$ cat src/rv_pkg.sv
package rv_pkg;

    localparam int xlen = 64;
    localparam logic [xlen-1:0] reset_pc = 64'h8000_0000;

    // major opcodes
    localparam logic [6:0] op_lui    = 7'b0110111;
    localparam logic [6:0] op_auipc  = 7'b0010111;
    localparam logic [6:0] op_jal    = 7'b1101111;
    localparam logic [6:0] op_jalr   = 7'b1100111;
    localparam logic [6:0] op_branch = 7'b1100011;
    localparam logic [6:0] op_load   = 7'b0000011;
    localparam logic [6:0] op_store  = 7'b0100011;
    localparam logic [6:0] op_imm    = 7'b0010011;
    localparam logic [6:0] op_imm32  = 7'b0011011;
    localparam logic [6:0] op_reg    = 7'b0110011;
    localparam logic [6:0] op_reg32  = 7'b0111011;

    // low bit of each instruction field
    localparam int rd_lo  = 7;
    localparam int f3_lo  = 12;
    localparam int rs1_lo = 15;
    localparam int rs2_lo = 20;
    localparam int f7_lo  = 25;

    typedef enum logic [3:0] {
        alu_add, alu_sub, alu_slt, alu_sltu, alu_and, alu_or, alu_xor,
        alu_sll, alu_srl, alu_sra, alu_lui, alu_mulw, alu_divw, alu_remw
    } alu_op_e;

    typedef enum logic [1:0] {src1_rs1, src1_pc, src1_rs1w} src1_e;
    typedef enum logic [1:0] {src2_rs2, src2_imm, src2_four, src2_rs2w} src2_e;

    // nine kinds, so four bits
    typedef enum logic [3:0] {
        br_none, br_jal, br_jalr, br_eq, br_ne, br_lt, br_ltu, br_ge, br_geu
    } br_e;

    typedef enum logic [1:0] {sz_byte, sz_half, sz_word, sz_double} mem_size_e;

    typedef struct packed {
        alu_op_e   alu_op;
        src1_e     src1;
        src2_e     src2;
        br_e       br;
        logic      rf_we;
        logic [4:0] rd;
        logic      mem_read;
        logic      mem_write;
        mem_size_e mem_size;
        logic      mem_unsigned;
        logic      word;      // sign-extend low 32 bits of result
        logic      illegal;
    } ctrl_t;

    typedef struct packed {
        logic [xlen-1:0] alu_res;
        logic            br_taken;
        logic [xlen-1:0] target;
        logic [xlen-1:0] store_data;
    } exec_t;

endpackage

$ cat src/rv_result.sv
`timescale 1ns/10ps

module rv_result import rv_pkg::*; (
    input  logic            clk,
    input  logic            reset,
    input  logic            inst_valid,
    input  ctrl_t           ctrl,
    input  exec_t           ex,
    input  logic [xlen-1:0] mem_rdata,
    output logic [xlen-1:0] pc,
    output logic            wb_en,
    output logic [4:0]      wb_rd,
    output logic [xlen-1:0] wb_data
);

    logic [xlen-1:0] load_data;
    logic [xlen-1:0] next_pc;

    // addressed bytes sit in the low end of rdata
    always_comb begin
        case (ctrl.mem_size)
            sz_byte: load_data = ctrl.mem_unsigned ? {56'b0, mem_rdata[7:0]}
                                                   : {{56{mem_rdata[7]}}, mem_rdata[7:0]};
            sz_half: load_data = ctrl.mem_unsigned ? {48'b0, mem_rdata[15:0]}
                                                   : {{48{mem_rdata[15]}}, mem_rdata[15:0]};
            sz_word: load_data = ctrl.mem_unsigned ? {32'b0, mem_rdata[31:0]}
                                                   : {{32{mem_rdata[31]}}, mem_rdata[31:0]};
            default: load_data = mem_rdata;
        endcase
    end

    assign wb_data = ctrl.mem_read ? load_data : ex.alu_res;  // jal/jalr carry pc+4
    assign wb_en   = ctrl.rf_we && inst_valid;
    assign wb_rd   = ctrl.rd;

    assign next_pc = ex.br_taken ? ex.target : pc + 64'd4;

    always_ff @(posedge clk) begin
        if (reset)
            pc <= reset_pc;
        else if (inst_valid)
            pc <= next_pc;
    end

endmodule

$ cat config.mk
export PLATFORM = sky130hd
export DESIGN_NAME = rv_result
export DESIGN_NICKNAME = d
export VERILOG_FILES = /design/src/rv_pkg.sv /design/src/rv_result.sv
export SDC_FILE = /design/constraint.sdc
export NUM_CORES = 1
export LEC_CHECK = 0
export BUFFER_PORTS_ARGS = -buffer_cell sky130_fd_sc_hd__buf_2
export CORE_AREA = 2 2 165 167
export DETAILED_ROUTE_END_ITERATION = 10
export DIE_AREA = 0 0 167 169
export MAX_ROUTING_LAYER = met4
export PLACE_DENSITY = 0.45
export SYNTH_ARGS = -nofsm -noshare
export SYNTH_HDL_FRONTEND = slang
export SYNTH_SLANG_ARGS = --single-unit
$ cat constraint.sdc
create_clock -name clk -period 2.3 [get_ports clk]
set_input_delay 0.345 -clock clk [delete_from_list [all_inputs] [get_ports clk]]
set_output_delay 0.345 -clock clk [all_outputs]
set_load 0.05 [all_outputs]
==> impl_results.md <==
* Outcome: finished clean
* GRT overflow at 0
* Worst relative slew slack at between 50% and 60%
* PwrDens at 520.1 mW/mm^2
* Number of antenna violations at the first check in global routing at 2
* Most used cells in the layout excluding fill and tap cells: buf_2, nor2_1, a21oi_1
* Area enclosed by the die boundary at roughly 0.028 sq mm
* Sequential-to-total area share from yosys stat at 25.10%
* Startpoint type of the worst setup path: input port
* Quantity of I/O buffers inserted on ports at 329
* Data arrival, critical path at 1.91 ns
* Maximum number of pins on one net before global-route repair at 86
* Final standard cell utilization of the core at between 30% and 40%
* Largest delay share family, worst path: simple AND/OR/NAND/NOR gates
* Setup repair after global routing missed its margin: yes
* Clock latency at the later pin of the worst-skew pair at ~0.34 ns
* Remaining antenna violation count after routing at 0
* Class of the most critical setup path: in2out
* Root cell of the clock tree: clkbuf_16
* Post-synthesis average cell area at about 6.7 sq um
* Async set-reset flop share out of synthesis at 0%
* Setup violations, final at 0
* Clock Tree Buf Depth at 2
* Delay of the slowest critical-path stage at roughly 0.8 ns
* Final Critical Period at 2.251 ns
* Count of yosys warnings during synthesis at 0
* Number of different library cells in the post-synthesis netlist at 55
* Via total after detailed routing at 7049
* First-pass detailed-route iteration total at 5
* Routed WL per cell at 18.49 um
* Tightest Hold Check Type: in2reg
* Flip-flop cell with the highest count after synthesis: dfxtp_1
* GR Util All Layers at between 10% and 20%
* Total I/O pin count at around 420
* Slew at the pin with the worst max-slew slack at slightly above 0.6 ns
* Last weighted congestion value of the routability-driven placer at around 0.83
* Via count normalized by instance count at just under 5
* Cell chain of the critical path: buf_2 > or4b_2 > a31oi_1 > buf_12
* Routed WL at roughly 27 mm
* Clock edge transition at the registers on the reported setup and hold paths at approximately 0.06 ns
* Final number of hold-violating endpoints at 0
* Final Worst Setup Slack at 0.04879 ns
* Placeable Area at roughly 0.027 sq mm
* Starting DRT DRC Count at 495
* Peak VDD IR at around 250 uV
* Number of synthesized flops with an enable pin at 0
* Flip-flop and latch count after synthesis at 64
* P_leak at ~3.5 nW
* Total Nets Final at 1387
* Number of buffers inserted during clock tree synthesis at 9
* Total of hold buffers inserted after clock tree synthesis at 0
* Maximum operating frequency at approximately 0.44 GHz
* Critical Path Sink Type: primary output
* Required time of the critical path at around 2.0 ns
* Clock tree skew after final layout at approximately 0.013 ns
* Residual DRC at 0
* Number of cell rows at 60
* Maximum fanout along the worst path at 8
* Syn-to-layout area delta at 59.23%
* Number of flip-flops in the largest register at 64
* Area of the mapped netlist at 0.005104 sq mm
* Vias in the first global route at around 6600
* Global-route wire length before repair at 39.76 mm
* Clock net sink count at between 60 and 70
* Tcrit/Tclk final at a little over nine tenths
* Most common library cell in the layout ignoring fill and taps: buf_2
* Worst setup slack after placement at -0.05134 ns
* Die Ht at around 170 um
* Initial core utilization at 19.26%
* Syn_nets at 1046
* Proportion of layout cells with a drive suffix above 1 at a little under half
* Cell with the biggest individual delay on the critical path: or4b_2
* Maxcap violations at 0
* Detailed placer's ending HPWL at 20.76 mm
* Die Width at ~170 um
* Register with the most flip-flops: pc
* Clock tree from TritonCTS: built
* Fin. max-slew vios at 0
* Number of instances in the synthesized netlist at between 700 and 800
* H-tree levels at 3
* Worst Path Buf+Inv at 2
* Largest registers ranked by flip-flop count: pc: 64 flops
## kinds of logic after synthesis
family	synth area share, %
simple gates	28.00
mux	6.276
fa+ha+maj	0.2451
compound gates	33.56
buf+inv	6.816
flops	25.10
## path summary, 6_finish.rpt
kind / start / to / slack [ns] / cells after the start
worst min-delay path: ex[65] / pc[1] / 0.25 / 3
worst max-delay path: ctrl[3] / wb_data[8] / 0.05 / 4
worst max register to register: pc[7] / pc[63] / 0.07 / 7
worst min register to register: pc[1] / pc[1] / 0.49 / 2
## worst register-to-register path, cell delays in order (launching register included)
cell	delay, ns
dfxtp_2	0.36
nand3_2	0.17
nor4_2	0.33
buf_4	0.19
nand2_2	0.05
or3_4	0.37
or4b_1	0.53
a31oi_1	0.16
## metrics by stage
stage	hold WS [ns]	area [sq um]	TNS (ns)	cells	power, W
2_1_floorplan	0.4924	5335	-1.088	760	0.002363
3_3_place_gp	0.4707	7765	-0.004039	1427	0.002942
3_5_place_dp	0.4820	7765	-0.08301	1427	0.002949
4_1_cts	0.2385	8049	0	1444	0.004276
5_1_grt	0.2597	8127	-0.1606	1449	0.004444
6_report	0.2468	8127	0	1449	0.004227
## layout make-up
class / instances / area [sq um]
Clock buffer: 13 / 260.3
Tap cell: 341 / 426.7
Sequential cell: 64 / 1375
Fill cell: 2968 / 18370
Inverter: 16 / 60.06
Clock inverter: 3 / 16.27
Antenna cell: 2 / 5.005
Timing Repair Buffer: 401 / 2321
Multi-Input combinational cell: 609 / 3662
## Yosys cell counts, drive strengths merged (12+ instances only)
cell    number  area [sq um]
nor4        14         130.1
nand2       68         257.8
o22ai       12         75.07
a21oi      121         605.6
mux2i       23         230.2
a22oi       27         202.7
clkbuf      63         236.5
a31oi       19         118.9
nand3       30         150.1
dfxtp       64          1281
o21ai       41         205.2
nor3        16         80.08
nor2       115         431.7
inv         13         48.80
nand4       18         125.1
## metal layers
metal	routed length, um	part of all wire (%)	vias to the layer above	track usage [%]
met3	2467	9.2	22	5.986
met4	580	2.2	0	5.060
met5	0	0	-	-
li1	-	-	3488	-
met1	11120	42	3242	21.78
met2	12620	47	297	30.79
## report_power, final
part           switching (W)  internal, W  total, W  leakage [nW]
clock               0.000523     0.000786   0.00131         0.140
combinational        0.00114     0.000514   0.00165          2.84
sequential         0.0000888      0.00118   0.00127         0.547
total                0.00175      0.00248   0.00423          3.53
## repair_timing
item / in CTS / in global routing
setup buffers: 1 / 3
endpoints found under the hold margin: 0 / 0
gates cloned: 0 / 0
gates resized for setup: 0 / 9
pin swaps: 1 / 4
endpoints found under the setup margin: 2 / 11
No activity file was read; power rests on OpenSTA's default activity.
