[config.mk]
export PLATFORM = sky130hd
export DESIGN_NAME = rv_execute
export DESIGN_NICKNAME = d
export VERILOG_FILES = /design/src/rv_pkg.sv /design/src/rv_execute.sv
export SDC_FILE = /design/constraint.sdc
export NUM_CORES = 2
export LEC_CHECK = 0
export BUFFER_PORTS_ARGS = -buffer_cell sky130_fd_sc_hd__buf_2
export CORE_AREA = 2 2 442 444
export DETAILED_ROUTE_END_ITERATION = 10
export DIE_AREA = 0 0 444 446
export MAX_ROUTING_LAYER = met4
export PLACE_DENSITY_LB_ADDON = 0.05
export SLEW_MARGIN = 20
export SYNTH_ARGS = -nofsm -noshare
export SYNTH_HDL_FRONTEND = slang
export SYNTH_SLANG_ARGS = --single-unit
[constraint.sdc]
create_clock -name vclk -period 270.3
set_input_delay 40.545 -clock vclk [all_inputs]
set_output_delay 40.545 -clock vclk [all_outputs]
set_load 0.02 [all_outputs]
[src/rv_pkg.sv]
package rv_pkg;

    localparam int xlen = 64;
    localparam logic [xlen-1:0] reset_pc = 64'h8000_0000;

    // major opcodes
    localparam logic [6:0] op_lui    = 7'b0110111;
    localparam logic [6:0] op_auipc  = 7'b0010111;
    localparam logic [6:0] op_jal    = 7'b1101111;
    localparam logic [6:0] op_jalr   = 7'b1100111;
    localparam logic [6:0] op_branch = 7'b1100011;
    localparam logic [6:0] op_load   = 7'b0000011;
    localparam logic [6:0] op_store  = 7'b0100011;
    localparam logic [6:0] op_imm    = 7'b0010011;
    localparam logic [6:0] op_imm32  = 7'b0011011;
    localparam logic [6:0] op_reg    = 7'b0110011;
    localparam logic [6:0] op_reg32  = 7'b0111011;

    // low bit of each instruction field
    localparam int rd_lo  = 7;
    localparam int f3_lo  = 12;
    localparam int rs1_lo = 15;
    localparam int rs2_lo = 20;
    localparam int f7_lo  = 25;

    typedef enum logic [3:0] {
        alu_add, alu_sub, alu_slt, alu_sltu, alu_and, alu_or, alu_xor,
        alu_sll, alu_srl, alu_sra, alu_lui, alu_mulw, alu_divw, alu_remw
    } alu_op_e;

    typedef enum logic [1:0] {src1_rs1, src1_pc, src1_rs1w} src1_e;
    typedef enum logic [1:0] {src2_rs2, src2_imm, src2_four, src2_rs2w} src2_e;

    // nine kinds, so four bits
    typedef enum logic [3:0] {
        br_none, br_jal, br_jalr, br_eq, br_ne, br_lt, br_ltu, br_ge, br_geu
    } br_e;

    typedef enum logic [1:0] {sz_byte, sz_half, sz_word, sz_double} mem_size_e;

    typedef struct packed {
        alu_op_e   alu_op;
        src1_e     src1;
        src2_e     src2;
        br_e       br;
        logic      rf_we;
        logic [4:0] rd;
        logic      mem_read;
        logic      mem_write;
        mem_size_e mem_size;
        logic      mem_unsigned;
        logic      word;      // sign-extend low 32 bits of result
        logic      illegal;
    } ctrl_t;

    typedef struct packed {
        logic [xlen-1:0] alu_res;
        logic            br_taken;
        logic [xlen-1:0] target;
        logic [xlen-1:0] store_data;
    } exec_t;

endpackage

[src/rv_execute.sv]
`timescale 1ns/10ps

module rv_execute import rv_pkg::*; (
    input  ctrl_t           ctrl,
    input  logic [xlen-1:0] imm,
    input  logic [xlen-1:0] pc,
    input  logic [xlen-1:0] rdata1,
    input  logic [xlen-1:0] rdata2,
    input  logic            inst_valid,
    output exec_t           ex,
    output logic            mem_ena,
    output logic            mem_wen,
    output mem_size_e       mem_size
);

    logic [xlen-1:0]   a;
    logic [xlen-1:0]   b;
    logic [xlen-1:0]   sum;
    logic [xlen-1:0]   diff;
    logic              lt;
    logic              ltu;
    logic [5:0]        shamt;
    logic [31:0]       mul32;
    logic signed [31:0] a32;
    logic signed [31:0] b32;
    logic signed [31:0] quot;
    logic signed [31:0] rem;
    logic [xlen-1:0]   res;

    always_comb begin
        case (ctrl.src1)
            src1_pc:   a = pc;
            src1_rs1w: a = {32'b0, rdata1[31:0]};
            default:   a = rdata1;
        endcase
        case (ctrl.src2)
            src2_imm:  b = imm;
            src2_four: b = 64'd4;
            src2_rs2w: b = {32'b0, rdata2[31:0]};
            default:   b = rdata2;
        endcase
    end

    assign sum   = a + b;
    assign diff  = a - b;
    assign lt    = $signed(a) < $signed(b);
    assign ltu   = a < b;
    assign shamt = b[5:0];
    assign mul32 = a[31:0] * b[31:0];   // low word only
    assign a32   = a[31:0];
    assign b32   = b[31:0];

    // riscv div by zero and overflow cases
    always_comb begin
        if (b32 == 32'sd0) begin
            quot = -32'sd1;
            rem  = a32;
        end else if (a32 == 32'sh8000_0000 && b32 == -32'sd1) begin
            quot = a32;
            rem  = 32'sd0;
        end else begin
            quot = a32 / b32;
            rem  = a32 % b32;
        end
    end

    always_comb begin
        case (ctrl.alu_op)
            alu_sub:  res = diff;
            alu_slt:  res = {63'b0, lt};
            alu_sltu: res = {63'b0, ltu};
            alu_and:  res = a & b;
            alu_or:   res = a | b;
            alu_xor:  res = a ^ b;
            alu_sll:  res = a << shamt;
            alu_srl:  res = a >> shamt;
            alu_sra:  res = $signed(a) >>> shamt;
            alu_lui:  res = b;
            alu_mulw: res = {32'b0, mul32};
            alu_divw: res = {32'b0, quot};
            alu_remw: res = {32'b0, rem};
            default:  res = sum;
        endcase
    end

    assign ex.alu_res = ctrl.word ? {{32{res[31]}}, res[31:0]} : res;

    // compare reuses sub and slt results
    always_comb begin
        case (ctrl.br)
            br_jal, br_jalr: ex.br_taken = 1'b1;
            br_eq:   ex.br_taken = diff == '0;
            br_ne:   ex.br_taken = diff != '0;
            br_lt:   ex.br_taken = lt;
            br_ltu:  ex.br_taken = ltu;
            br_ge:   ex.br_taken = !lt;
            br_geu:  ex.br_taken = !ltu;
            default: ex.br_taken = 1'b0;
        endcase
    end

    assign ex.target = (ctrl.br == br_jalr) ? ((rdata1 + imm) & ~64'd1) : pc + imm;
    assign ex.store_data = rdata2;

    assign mem_ena  = (ctrl.mem_read || ctrl.mem_write) && inst_valid;
    assign mem_wen  = ctrl.mem_write && inst_valid;
    assign mem_size = ctrl.mem_size;

endmodule

==> impl_metrics.json <==
{
  "status": "finished clean",
  "start_kind": "input pin",
  "slew_headroom_pct": 5.12,
  "place_inst": 14176,
  "wl_met2_um": 185000,
  "top_layer_used": "met4",
  "vias": 93706,
  "crit_path_frequent_cell": "ha_1",
  "synthTopCellsByArea": "ha_1 16%, fa_1 11%, a21oi_1 7.2%",
  "seq_cells": 0,
  "dr_wl_met3_um": 55500,
  "avgSynthCellArea_um2": 6.68,
  "grt_max_degree": 126,
  "drc": 0,
  "wl_met1_um": 193000,
  "port_buffers": 467,
  "drt_wl_total_um": 463000,
  "min_from": "ctrl[3]",
  "final-seq-area_um2": 0,
  "via_per_inst": 6.59,
  "yosysWarnings": 0,
  "multiInputGateArea_mm2": 0.0714,
  "core_mm2": 0.194,
  "die-area_mm2": 0.198,
  "synth_top_area_share_pct": 15.8,
  "end_kind": "output port",
  "grt_overflow": 0,
  "drive_above_1_share_pct": 9.08,
  "slowest_delay_ns": 1.00,
  "post_cts_resized": 0,
  "critPathKind": "input pin to output port",
  "final_cells": 14228,
  "drv_cap": 0,
  "die_h_um": 446,
  "detail-route-antenna-nets": 0,
  "finalInstanceArea_mm2": 0.0826,
  "dpl.hpwl_um": 377000,
  "grt_pass1_vias": 87298,
  "yosysSeqAreaShare_pct": 0,
  "start_util_pct": 39.8,
  "required_ns": 229.76,
  "gp_congestion": 1.14,
  "cts_hold_buf": 0,
  "ys_types": 119,
  "nFillCells": 20837,
  "fmax_ghz": 0.00520,
  "area_growth_pct": 7.09,
  "post-cts-setup-buffers": 0,
  "drtIter0Drc": 12576,
  "fp.dieW_um": 444,
  "min_period_ns": 192.22,
  "num_rows": 162,
  "boundaryPins": 479,
  "rsz0062_at_grt": "no",
  "fin_tns_setup_ns": 0,
  "crit_arrival_ns": 151.68,
  "cp_max_fo": 44,
  "nets": 13312,
  "worst_hold_slack_ns": 81.09,
  "antenna_found_initial": 48,
  "drv_slew": 0,
  "fin_crit_sh_pct": 71.1,
  "grt_use_total_pct": 45.9,
  "synth_area_mm2": 0.0771,
  "syn_inst": 11547,
  "yosysTopAreaCell": "ha_1",
  "routedWlPerCell_um": 32.6,
  "hold_end": "mem_size[0]",
  "whs_path_depth": 0,
  "syn_nets": 13218,
  "crit_path_top_delay_cell": "a211oi_1",
  "setup_viol": 0,
  "first_pass_iters": 7,
  "max_slew.worst_pin.slew_ns": 1.42,
  "grt_pass1_wl_um": 648000,
  "hp-class": "input pin to output port",
  "placed_area_mm2": 0.0823,
  "n_clock_buffer": 0,
  "hold_violations": 0
}
[logic make-up (layout without fill, tap and decap cells)]
| group | Yosys count | in the layout | share of synthesized area (%) |
|---|---|---|---|
| AND/OR/NAND/NOR | 3912 | 3912 | 22.9 |
| AO/OA/AOI/OAI | 3739 | 3739 | 31.1 |
| buffers and inverters | 1542 | 1634 | 7.95 |
| adder cells (fa/ha/maj) | 1389 | 1389 | 26.6 |
| XOR/XNOR | 765 | 765 | 8.72 |
| multiplexers | 200 | 200 | 2.70 |
| other | 0 | 47 | 0 |
[worst max-delay path by stage]
stage | start | end | slack (ns) | cells after the start
2_1_floorplan | ctrl[17] | ex[157] | 102.26 | 390
3_3_place_gp | ctrl[18] | ex[191] | 82.26 | 356
3_5_place_dp | ctrl[18] | ex[191] | 81.99 | 356
4_1_cts | ctrl[18] | ex[191] | 81.66 | 356
5_1_grt | ctrl[18] | ex[191] | 74.45 | 359
6_report | ctrl[18] | ex[191] | 78.08 | 360
[worst max-delay path: cells and delay by family]
kind,cells,cell delay (ns)
AO/OA/AOI/OAI,160,51.16
AND/OR/NAND/NOR,122,35.38
adder cells (fa/ha/maj),32,11.30
XOR/XNOR,2,1.04
buffers and inverters,37,9.08
multiplexers,7,2.38
[cells in the final DEF, fill, tap and decap left out, drive strengths merged, types with 112 or more instances in the layout]
| cell type | n |
|---|---|
| nand2 | 1341 |
| nor3 | 269 |
| a211oi | 114 |
| mux2i | 141 |
| fa | 413 |
| nor2 | 1332 |
| ha | 976 |
| o211ai | 112 |
| nand3 | 184 |
| a21oi | 1116 |
| inv | 870 |
| o21ai | 853 |
| a21o | 270 |
| xnor2 | 519 |
| buf | 741 |
| o21a | 181 |
| a31oi | 131 |
| nand2b | 119 |
| xor2 | 246 |
[through the flow]
| stage | setup WS [ns] | utilization [%] |
|---|---|---|
| final | 78.08 | 42.6 |
| after CTS | 81.66 | 42.5 |
| after detailed placement | 81.99 | 42.5 |
| after global placement | 82.26 | 42.5 |
| after global routing | 74.45 | 42.6 |
| after floorplan | 102.26 | - |
[Yosys cell counts (78+ instances only)]
master / instances
a21oi_1: 1114
fa_1: 413
nor2_1: 1327
buf_1: 119
clkbuf_1: 418
o211ai_1: 112
xor2_1: 245
o21ai_0: 833
nand4_1: 103
nand2b_1: 119
nand2_1: 1340
inv_1: 860
o21bai_1: 91
nor2b_1: 97
a21o_1: 270
a221oi_1: 81
ha_1: 976
a22o_1: 78
o22ai_1: 98
a31oi_1: 130
nand3_1: 180
mux2i_1: 141
nor3_1: 264
or3_1: 84
a211oi_1: 112
o21a_1: 181
xnor2_1: 517
[area by class of cell]
class	count	share of cell area (%)
Multi-Input combinational cell	10005	86.5
Timing Repair Buffer	744	5.42
Inverter	890	4.06
Tap cell	2542	3.85
Antenna cell	47	0.142
[layer usage]
layer	up-vias	global-route usage [%]
met3	1001	12.9
li1	41252	-
met5	-	-
met1	45813	60.0
met4	0	23.9
met2	5640	63.7
