--- config.mk ---
export PLATFORM = sky130hd
export DESIGN_NAME = rv_decode
export DESIGN_NICKNAME = d
export VERILOG_FILES = /design/src/rv_pkg.sv /design/src/rv_decode.sv
export SDC_FILE = /design/constraint.sdc
export NUM_CORES = 1
export LEC_CHECK = 0
export ABC_AREA = 1
export BUFFER_PORTS_ARGS = -buffer_cell sky130_fd_sc_hd__clkbuf_2
export CORE_MARGIN = 2
export CORE_UTILIZATION = 40
export DETAILED_ROUTE_END_ITERATION = 10
export PLACE_DENSITY = 0.91
export SKIP_LAST_GASP = 1
export SYNTH_ARGS = -nofsm -noshare
export SYNTH_HDL_FRONTEND = slang
export SYNTH_SLANG_ARGS = --single-unit
--- constraint.sdc ---
create_clock -name vclk -period 1.28
set_input_delay 0.128 -clock vclk [all_inputs]
set_output_delay 0.128 -clock vclk [all_outputs]
set_load 0.03 [all_outputs]
--- src/rv_pkg.sv ---
package rv_pkg;

    localparam int xlen = 64;
    localparam logic [xlen-1:0] reset_pc = 64'h8000_0000;

    // major opcodes
    localparam logic [6:0] op_lui    = 7'b0110111;
    localparam logic [6:0] op_auipc  = 7'b0010111;
    localparam logic [6:0] op_jal    = 7'b1101111;
    localparam logic [6:0] op_jalr   = 7'b1100111;
    localparam logic [6:0] op_branch = 7'b1100011;
    localparam logic [6:0] op_load   = 7'b0000011;
    localparam logic [6:0] op_store  = 7'b0100011;
    localparam logic [6:0] op_imm    = 7'b0010011;
    localparam logic [6:0] op_imm32  = 7'b0011011;
    localparam logic [6:0] op_reg    = 7'b0110011;
    localparam logic [6:0] op_reg32  = 7'b0111011;

    // low bit of each instruction field
    localparam int rd_lo  = 7;
    localparam int f3_lo  = 12;
    localparam int rs1_lo = 15;
    localparam int rs2_lo = 20;
    localparam int f7_lo  = 25;

    typedef enum logic [3:0] {
        alu_add, alu_sub, alu_slt, alu_sltu, alu_and, alu_or, alu_xor,
        alu_sll, alu_srl, alu_sra, alu_lui, alu_mulw, alu_divw, alu_remw
    } alu_op_e;

    typedef enum logic [1:0] {src1_rs1, src1_pc, src1_rs1w} src1_e;
    typedef enum logic [1:0] {src2_rs2, src2_imm, src2_four, src2_rs2w} src2_e;

    // nine kinds, so four bits
    typedef enum logic [3:0] {
        br_none, br_jal, br_jalr, br_eq, br_ne, br_lt, br_ltu, br_ge, br_geu
    } br_e;

    typedef enum logic [1:0] {sz_byte, sz_half, sz_word, sz_double} mem_size_e;

    typedef struct packed {
        alu_op_e   alu_op;
        src1_e     src1;
        src2_e     src2;
        br_e       br;
        logic      rf_we;
        logic [4:0] rd;
        logic      mem_read;
        logic      mem_write;
        mem_size_e mem_size;
        logic      mem_unsigned;
        logic      word;      // sign-extend low 32 bits of result
        logic      illegal;
    } ctrl_t;

    typedef struct packed {
        logic [xlen-1:0] alu_res;
        logic            br_taken;
        logic [xlen-1:0] target;
        logic [xlen-1:0] store_data;
    } exec_t;

endpackage

--- src/rv_decode.sv ---
`timescale 1ns/10ps

module rv_decode import rv_pkg::*; (
    input  logic [31:0]     inst,
    output ctrl_t           ctrl,
    output logic [xlen-1:0] imm
);

    logic [6:0] opcode;
    logic [2:0] funct3;
    logic [6:0] funct7;
    logic       is_jal;
    logic       is_jalr;
    logic       r_type;
    logic       b_type;
    logic       load;
    logic       store;
    logic       imm_ok;
    logic       divrem;
    logic       r32_ok;
    logic       word;
    logic       legal;

    assign opcode = inst[6:0];
    assign funct3 = inst[f3_lo +: 3];
    assign funct7 = inst[f7_lo +: 7];

    // instruction classes
    assign is_jal  = opcode == op_jal;
    assign is_jalr = opcode == op_jalr && funct3 == 3'b000;
    assign r_type  = opcode == op_reg && (funct7 == 7'b0000000 ||
                     (funct7 == 7'b0100000 && (funct3 == 3'b000 || funct3 == 3'b101)));
    assign b_type  = opcode == op_branch && funct3[2:1] != 2'b01;
    assign load    = opcode == op_load && funct3 != 3'b111;
    assign store   = opcode == op_store && !funct3[2];
    assign imm_ok  = opcode == op_imm && (funct3 inside {3'b000, 3'b011, 3'b111} ||
                     (funct3 == 3'b001 && funct7[6:1] == 6'b000000) ||
                     (funct3 == 3'b101 && (funct7[6:1] == 6'b000000 ||
                                           funct7[6:1] == 6'b010000)));
    assign divrem  = opcode == op_reg32 && funct7 == 7'b0000001 &&
                     (funct3 == 3'b100 || funct3 == 3'b110);
    assign r32_ok  = opcode == op_reg32 && (divrem || (funct3 == 3'b000 &&
                     funct7 inside {7'b0000000, 7'b0100000, 7'b0000001}));
    assign word    = (opcode == op_imm32 && funct3 == 3'b000) || r32_ok;

    assign legal = opcode == op_lui || opcode == op_auipc || is_jal || is_jalr ||
                   b_type || load || store || imm_ok || r_type || word;

    always_comb begin
        ctrl = '0;
        ctrl.illegal      = !legal;
        ctrl.rf_we        = !ctrl.illegal && !b_type && !store;
        ctrl.rd           = inst[rd_lo +: 5];
        ctrl.mem_read     = load;
        ctrl.mem_write    = store;
        ctrl.mem_size     = mem_size_e'(funct3[1:0]);
        ctrl.mem_unsigned = funct3[2];
        ctrl.word         = word;

        case (opcode)
            op_lui: ctrl.alu_op = alu_lui;
            op_reg, op_imm: begin
                case (funct3)
                    3'b000: ctrl.alu_op = (opcode == op_reg && funct7[5]) ? alu_sub : alu_add;
                    3'b001: ctrl.alu_op = alu_sll;
                    3'b010: ctrl.alu_op = alu_slt;
                    3'b011: ctrl.alu_op = alu_sltu;
                    3'b100: ctrl.alu_op = alu_xor;
                    3'b101: ctrl.alu_op = funct7[5] ? alu_sra : alu_srl;
                    3'b110: ctrl.alu_op = alu_or;
                    default: ctrl.alu_op = alu_and;
                endcase
            end
            op_reg32: begin
                if (divrem)
                    ctrl.alu_op = funct3[1] ? alu_remw : alu_divw;
                else if (funct7[0])
                    ctrl.alu_op = alu_mulw;
                else
                    ctrl.alu_op = funct7[5] ? alu_sub : alu_add;
            end
            default: ctrl.alu_op = alu_add;   // address, link and auipc sums
        endcase

        if (opcode == op_auipc || is_jal || is_jalr)
            ctrl.src1 = src1_pc;
        else if (divrem)
            ctrl.src1 = src1_rs1w;

        if (is_jal || is_jalr)
            ctrl.src2 = src2_four;            // link value pc+4
        else if (divrem)
            ctrl.src2 = src2_rs2w;
        else if (opcode == op_lui || opcode == op_auipc || load || store ||
                 opcode == op_imm || opcode == op_imm32)
            ctrl.src2 = src2_imm;

        if (is_jal)
            ctrl.br = br_jal;
        else if (is_jalr)
            ctrl.br = br_jalr;
        else if (b_type) begin
            case (funct3)
                3'b000: ctrl.br = br_eq;
                3'b001: ctrl.br = br_ne;
                3'b100: ctrl.br = br_lt;
                3'b101: ctrl.br = br_ge;
                3'b110: ctrl.br = br_ltu;
                default: ctrl.br = br_geu;
            endcase
        end
    end

    // immediate by format
    always_comb begin
        case (opcode)
            op_store:         imm = {{52{inst[31]}}, inst[31:25], inst[11:7]};
            op_branch:        imm = {{51{inst[31]}}, inst[31], inst[7], inst[30:25],
                                     inst[11:8], 1'b0};
            op_lui, op_auipc: imm = {{32{inst[31]}}, inst[31:12], 12'b0};
            op_jal:           imm = {{43{inst[31]}}, inst[31], inst[19:12], inst[20],
                                     inst[30:21], 1'b0};
            default:          imm = {{52{inst[31]}}, inst[31:20]};
        endcase
    end

endmodule

==> impl_metrics.toml <==
[outcome]
outcome = "finished with violations"
violations = "setup timing"

[synthesis]
syn_inst = 245
synth_cell_type_count = 27
syn-num-nets = 277
seq_area_frac_synth = 0
yosysMostFrequentCell = "nand2_1"
synthTopCellsByCount = "nand2_1 (53), buf_4 (44), nor2_1 (39), inv_1 (28), nand3_1 (22)"
syn_avg_cell_area_um2 = 5.53
syn-cell-area_um2 = 1350
synthTopCellsByArea = "buf_4 (24%), nand2_1 (15%), nor2_1 (11%)"
synth_top_area_share = 0.244
yosysTopAreaCell = "buf_4"
ys_warn_count = 0

[critical_path]
cp.arrival_ns = 1.49
crit_fanout = 8
required_ns = 1.15
start_kind = "primary input"
worstSetupEndpointType = "primary output"
critical_path_class = "in2out"

[place]
place_congestion = 1.07
io_buffers = 121
dp.final_hpwl_um = 3930
dpl-instance-area_um2 = 2020

[sta]
fin_crit_sh = 1.26
finalSetupViolCount = 47
report.final.slew_viol_count = 0
setup_ws_ns = -0.337
rsz0062_at_grt = "true"
fmax_ghz = 0.619
slew_headroom = 0.737
period_needed_ns = 1.62
hold_viol = 0
worst_pin_slew_ns = 0.395

[run]
maxCapViolCount = 0

[cells_and_area]
nFlopsAndLatches = 0
register_area_um2 = 0
num_antenna_cells = 0
layout-drive-gt1-share = 0.668
nets = 407
fin_util = 0.826
multi_input_area_um2 = 1140
area_delta_synth_final_pct = 100
finalInstanceArea_um2 = 2710
fillers = 177
final.clkbuf_count = 0

[floorplanning]
row_count = 21
die_h_um = 62.2
die_area_um2 = 3870
die_w_um = 62.2
io_pins = 121
core_um2 = 3280
start_util = 0.412

[grt]
antenna_found_initial = 0
grtUsageTotal = 0.274
grt_overflow = 0
grt_pass1_wl_um = 8940
grt_max_degree = 39
grt_pass1_vias = 2019

[detailed_routing]
wl_per_cell_um = 19.8
ant_nets = 0
drt-vias-per-instance = 5.76
vias = 2415
wirelength_um = 8290
drtPass1Iterations = 6
route.detailed.drc = 0
drt_iter0_drc = 274

[power]
clkPwrFrac = 0
ir_worst_vdd_mv = 0.450
power_leakage_uw = 0.00152
pwr_density_cell_nw_per_um2 = 380
p_seq_frac = 0
p_sw_uw = 651
p_sw_frac = 0.632
comb_power_share = 1.000
internal-power_uw = 379

[clocking]
ctsHoldBuffers = 0

[worst_hold_path]
min_path_cells = 2
holdPathEnd = "ctrl[9]"
hp-start = "inst[9]"
worstHoldPathType = "in2out"
## routing by layer
metal | GRT usage | part of all wire | wire [um]
met1 | 0.300 | 0.33 | 2750
met2 | 0.489 | 0.46 | 3780
met3 | 0.0435 | 0.12 | 973
met4 | 0.181 | 0.095 | 787
met5 | 0 | 0 | 0
## placed cells by master (no fill, tap or decap), types with 11 or more instances in the layout
cell type,synthesis,layout
clkbuf_2,0,67
nor2_1,39,27
nand2_1,53,46
nor2_2,3,11
buf_4,44,57
buf_6,2,20
inv_1,28,22
nand3_1,22,17
## final cells by class
| class | count | area share |
|---|---|---|
| Inverter | 33 | 0.0526 |
| Multi-Input combinational cell | 166 | 0.419 |
| Timing Repair Buffer | 174 | 0.507 |
| Tap cell | 46 | 0.0212 |
## power by group through the flow
| stage | registers, uW | clock network [uW] | logic [uW] |
|---|---|---|---|
| 2_1_floorplan | 0 | 0 | 553 |
| 3_3_place_gp | 0 | 0 | 748 |
| 3_5_place_dp | 0 | 0 | 760 |
| 4_1_cts | 0 | 0 | 858 |
| 5_1_grt | 0 | 0 | 1060 |
| 6_report | 0 | 0 | 1030 |
## worst max-delay path by stage
stage          slack [ns]        to  cells past startpoint    start
2_1_floorplan       -0.20  ctrl[12]                      9  inst[4]
3_3_place_gp        -0.20  ctrl[12]                     10  inst[1]
3_5_place_dp        -0.25  ctrl[12]                     10  inst[1]
4_1_cts             -0.14  ctrl[12]                     11  inst[4]
5_1_grt             -0.36   imm[15]                      8  inst[6]
6_report            -0.34   imm[15]                      8  inst[6]
## worst max-delay path, stage by stage
cell	delay, ns
buf_12	0.12
nor3_4	0.33
nand2_4	0.15
nand3_4	0.13
buf_4	0.17
nand2_1	0.09
nand3_1	0.16
buf_4	0.20
## kinds of logic (layout without fill, tap and decap cells)
family,after synthesis,count (layout),synth area share
simple gates,136,137,0.480
buf+inv,80,207,0.356
compound gates,29,29,0.165
## per-stage QoR
stage,hold slack (ns),TNS (ns),setup slack (ns),total power [uW],std cells
floorplan,0.388,-0.399,-0.201,553,245
global placement,0.514,-5.00,-0.202,748,408
detailed placement,0.516,-7.54,-0.249,760,408
CTS,0.516,-2.92,-0.135,858,412
global route,0.527,-9.27,-0.357,1060,419
finish,0.520,-8.20,-0.337,1030,419
## timing repair
item	CTS	global route
pin swaps	11	18
endpoints found under the setup margin	46	48
cloned	1	0
resized for setup	80	125
buffers inserted	3	7
Power figures use the tool's default switching activity.
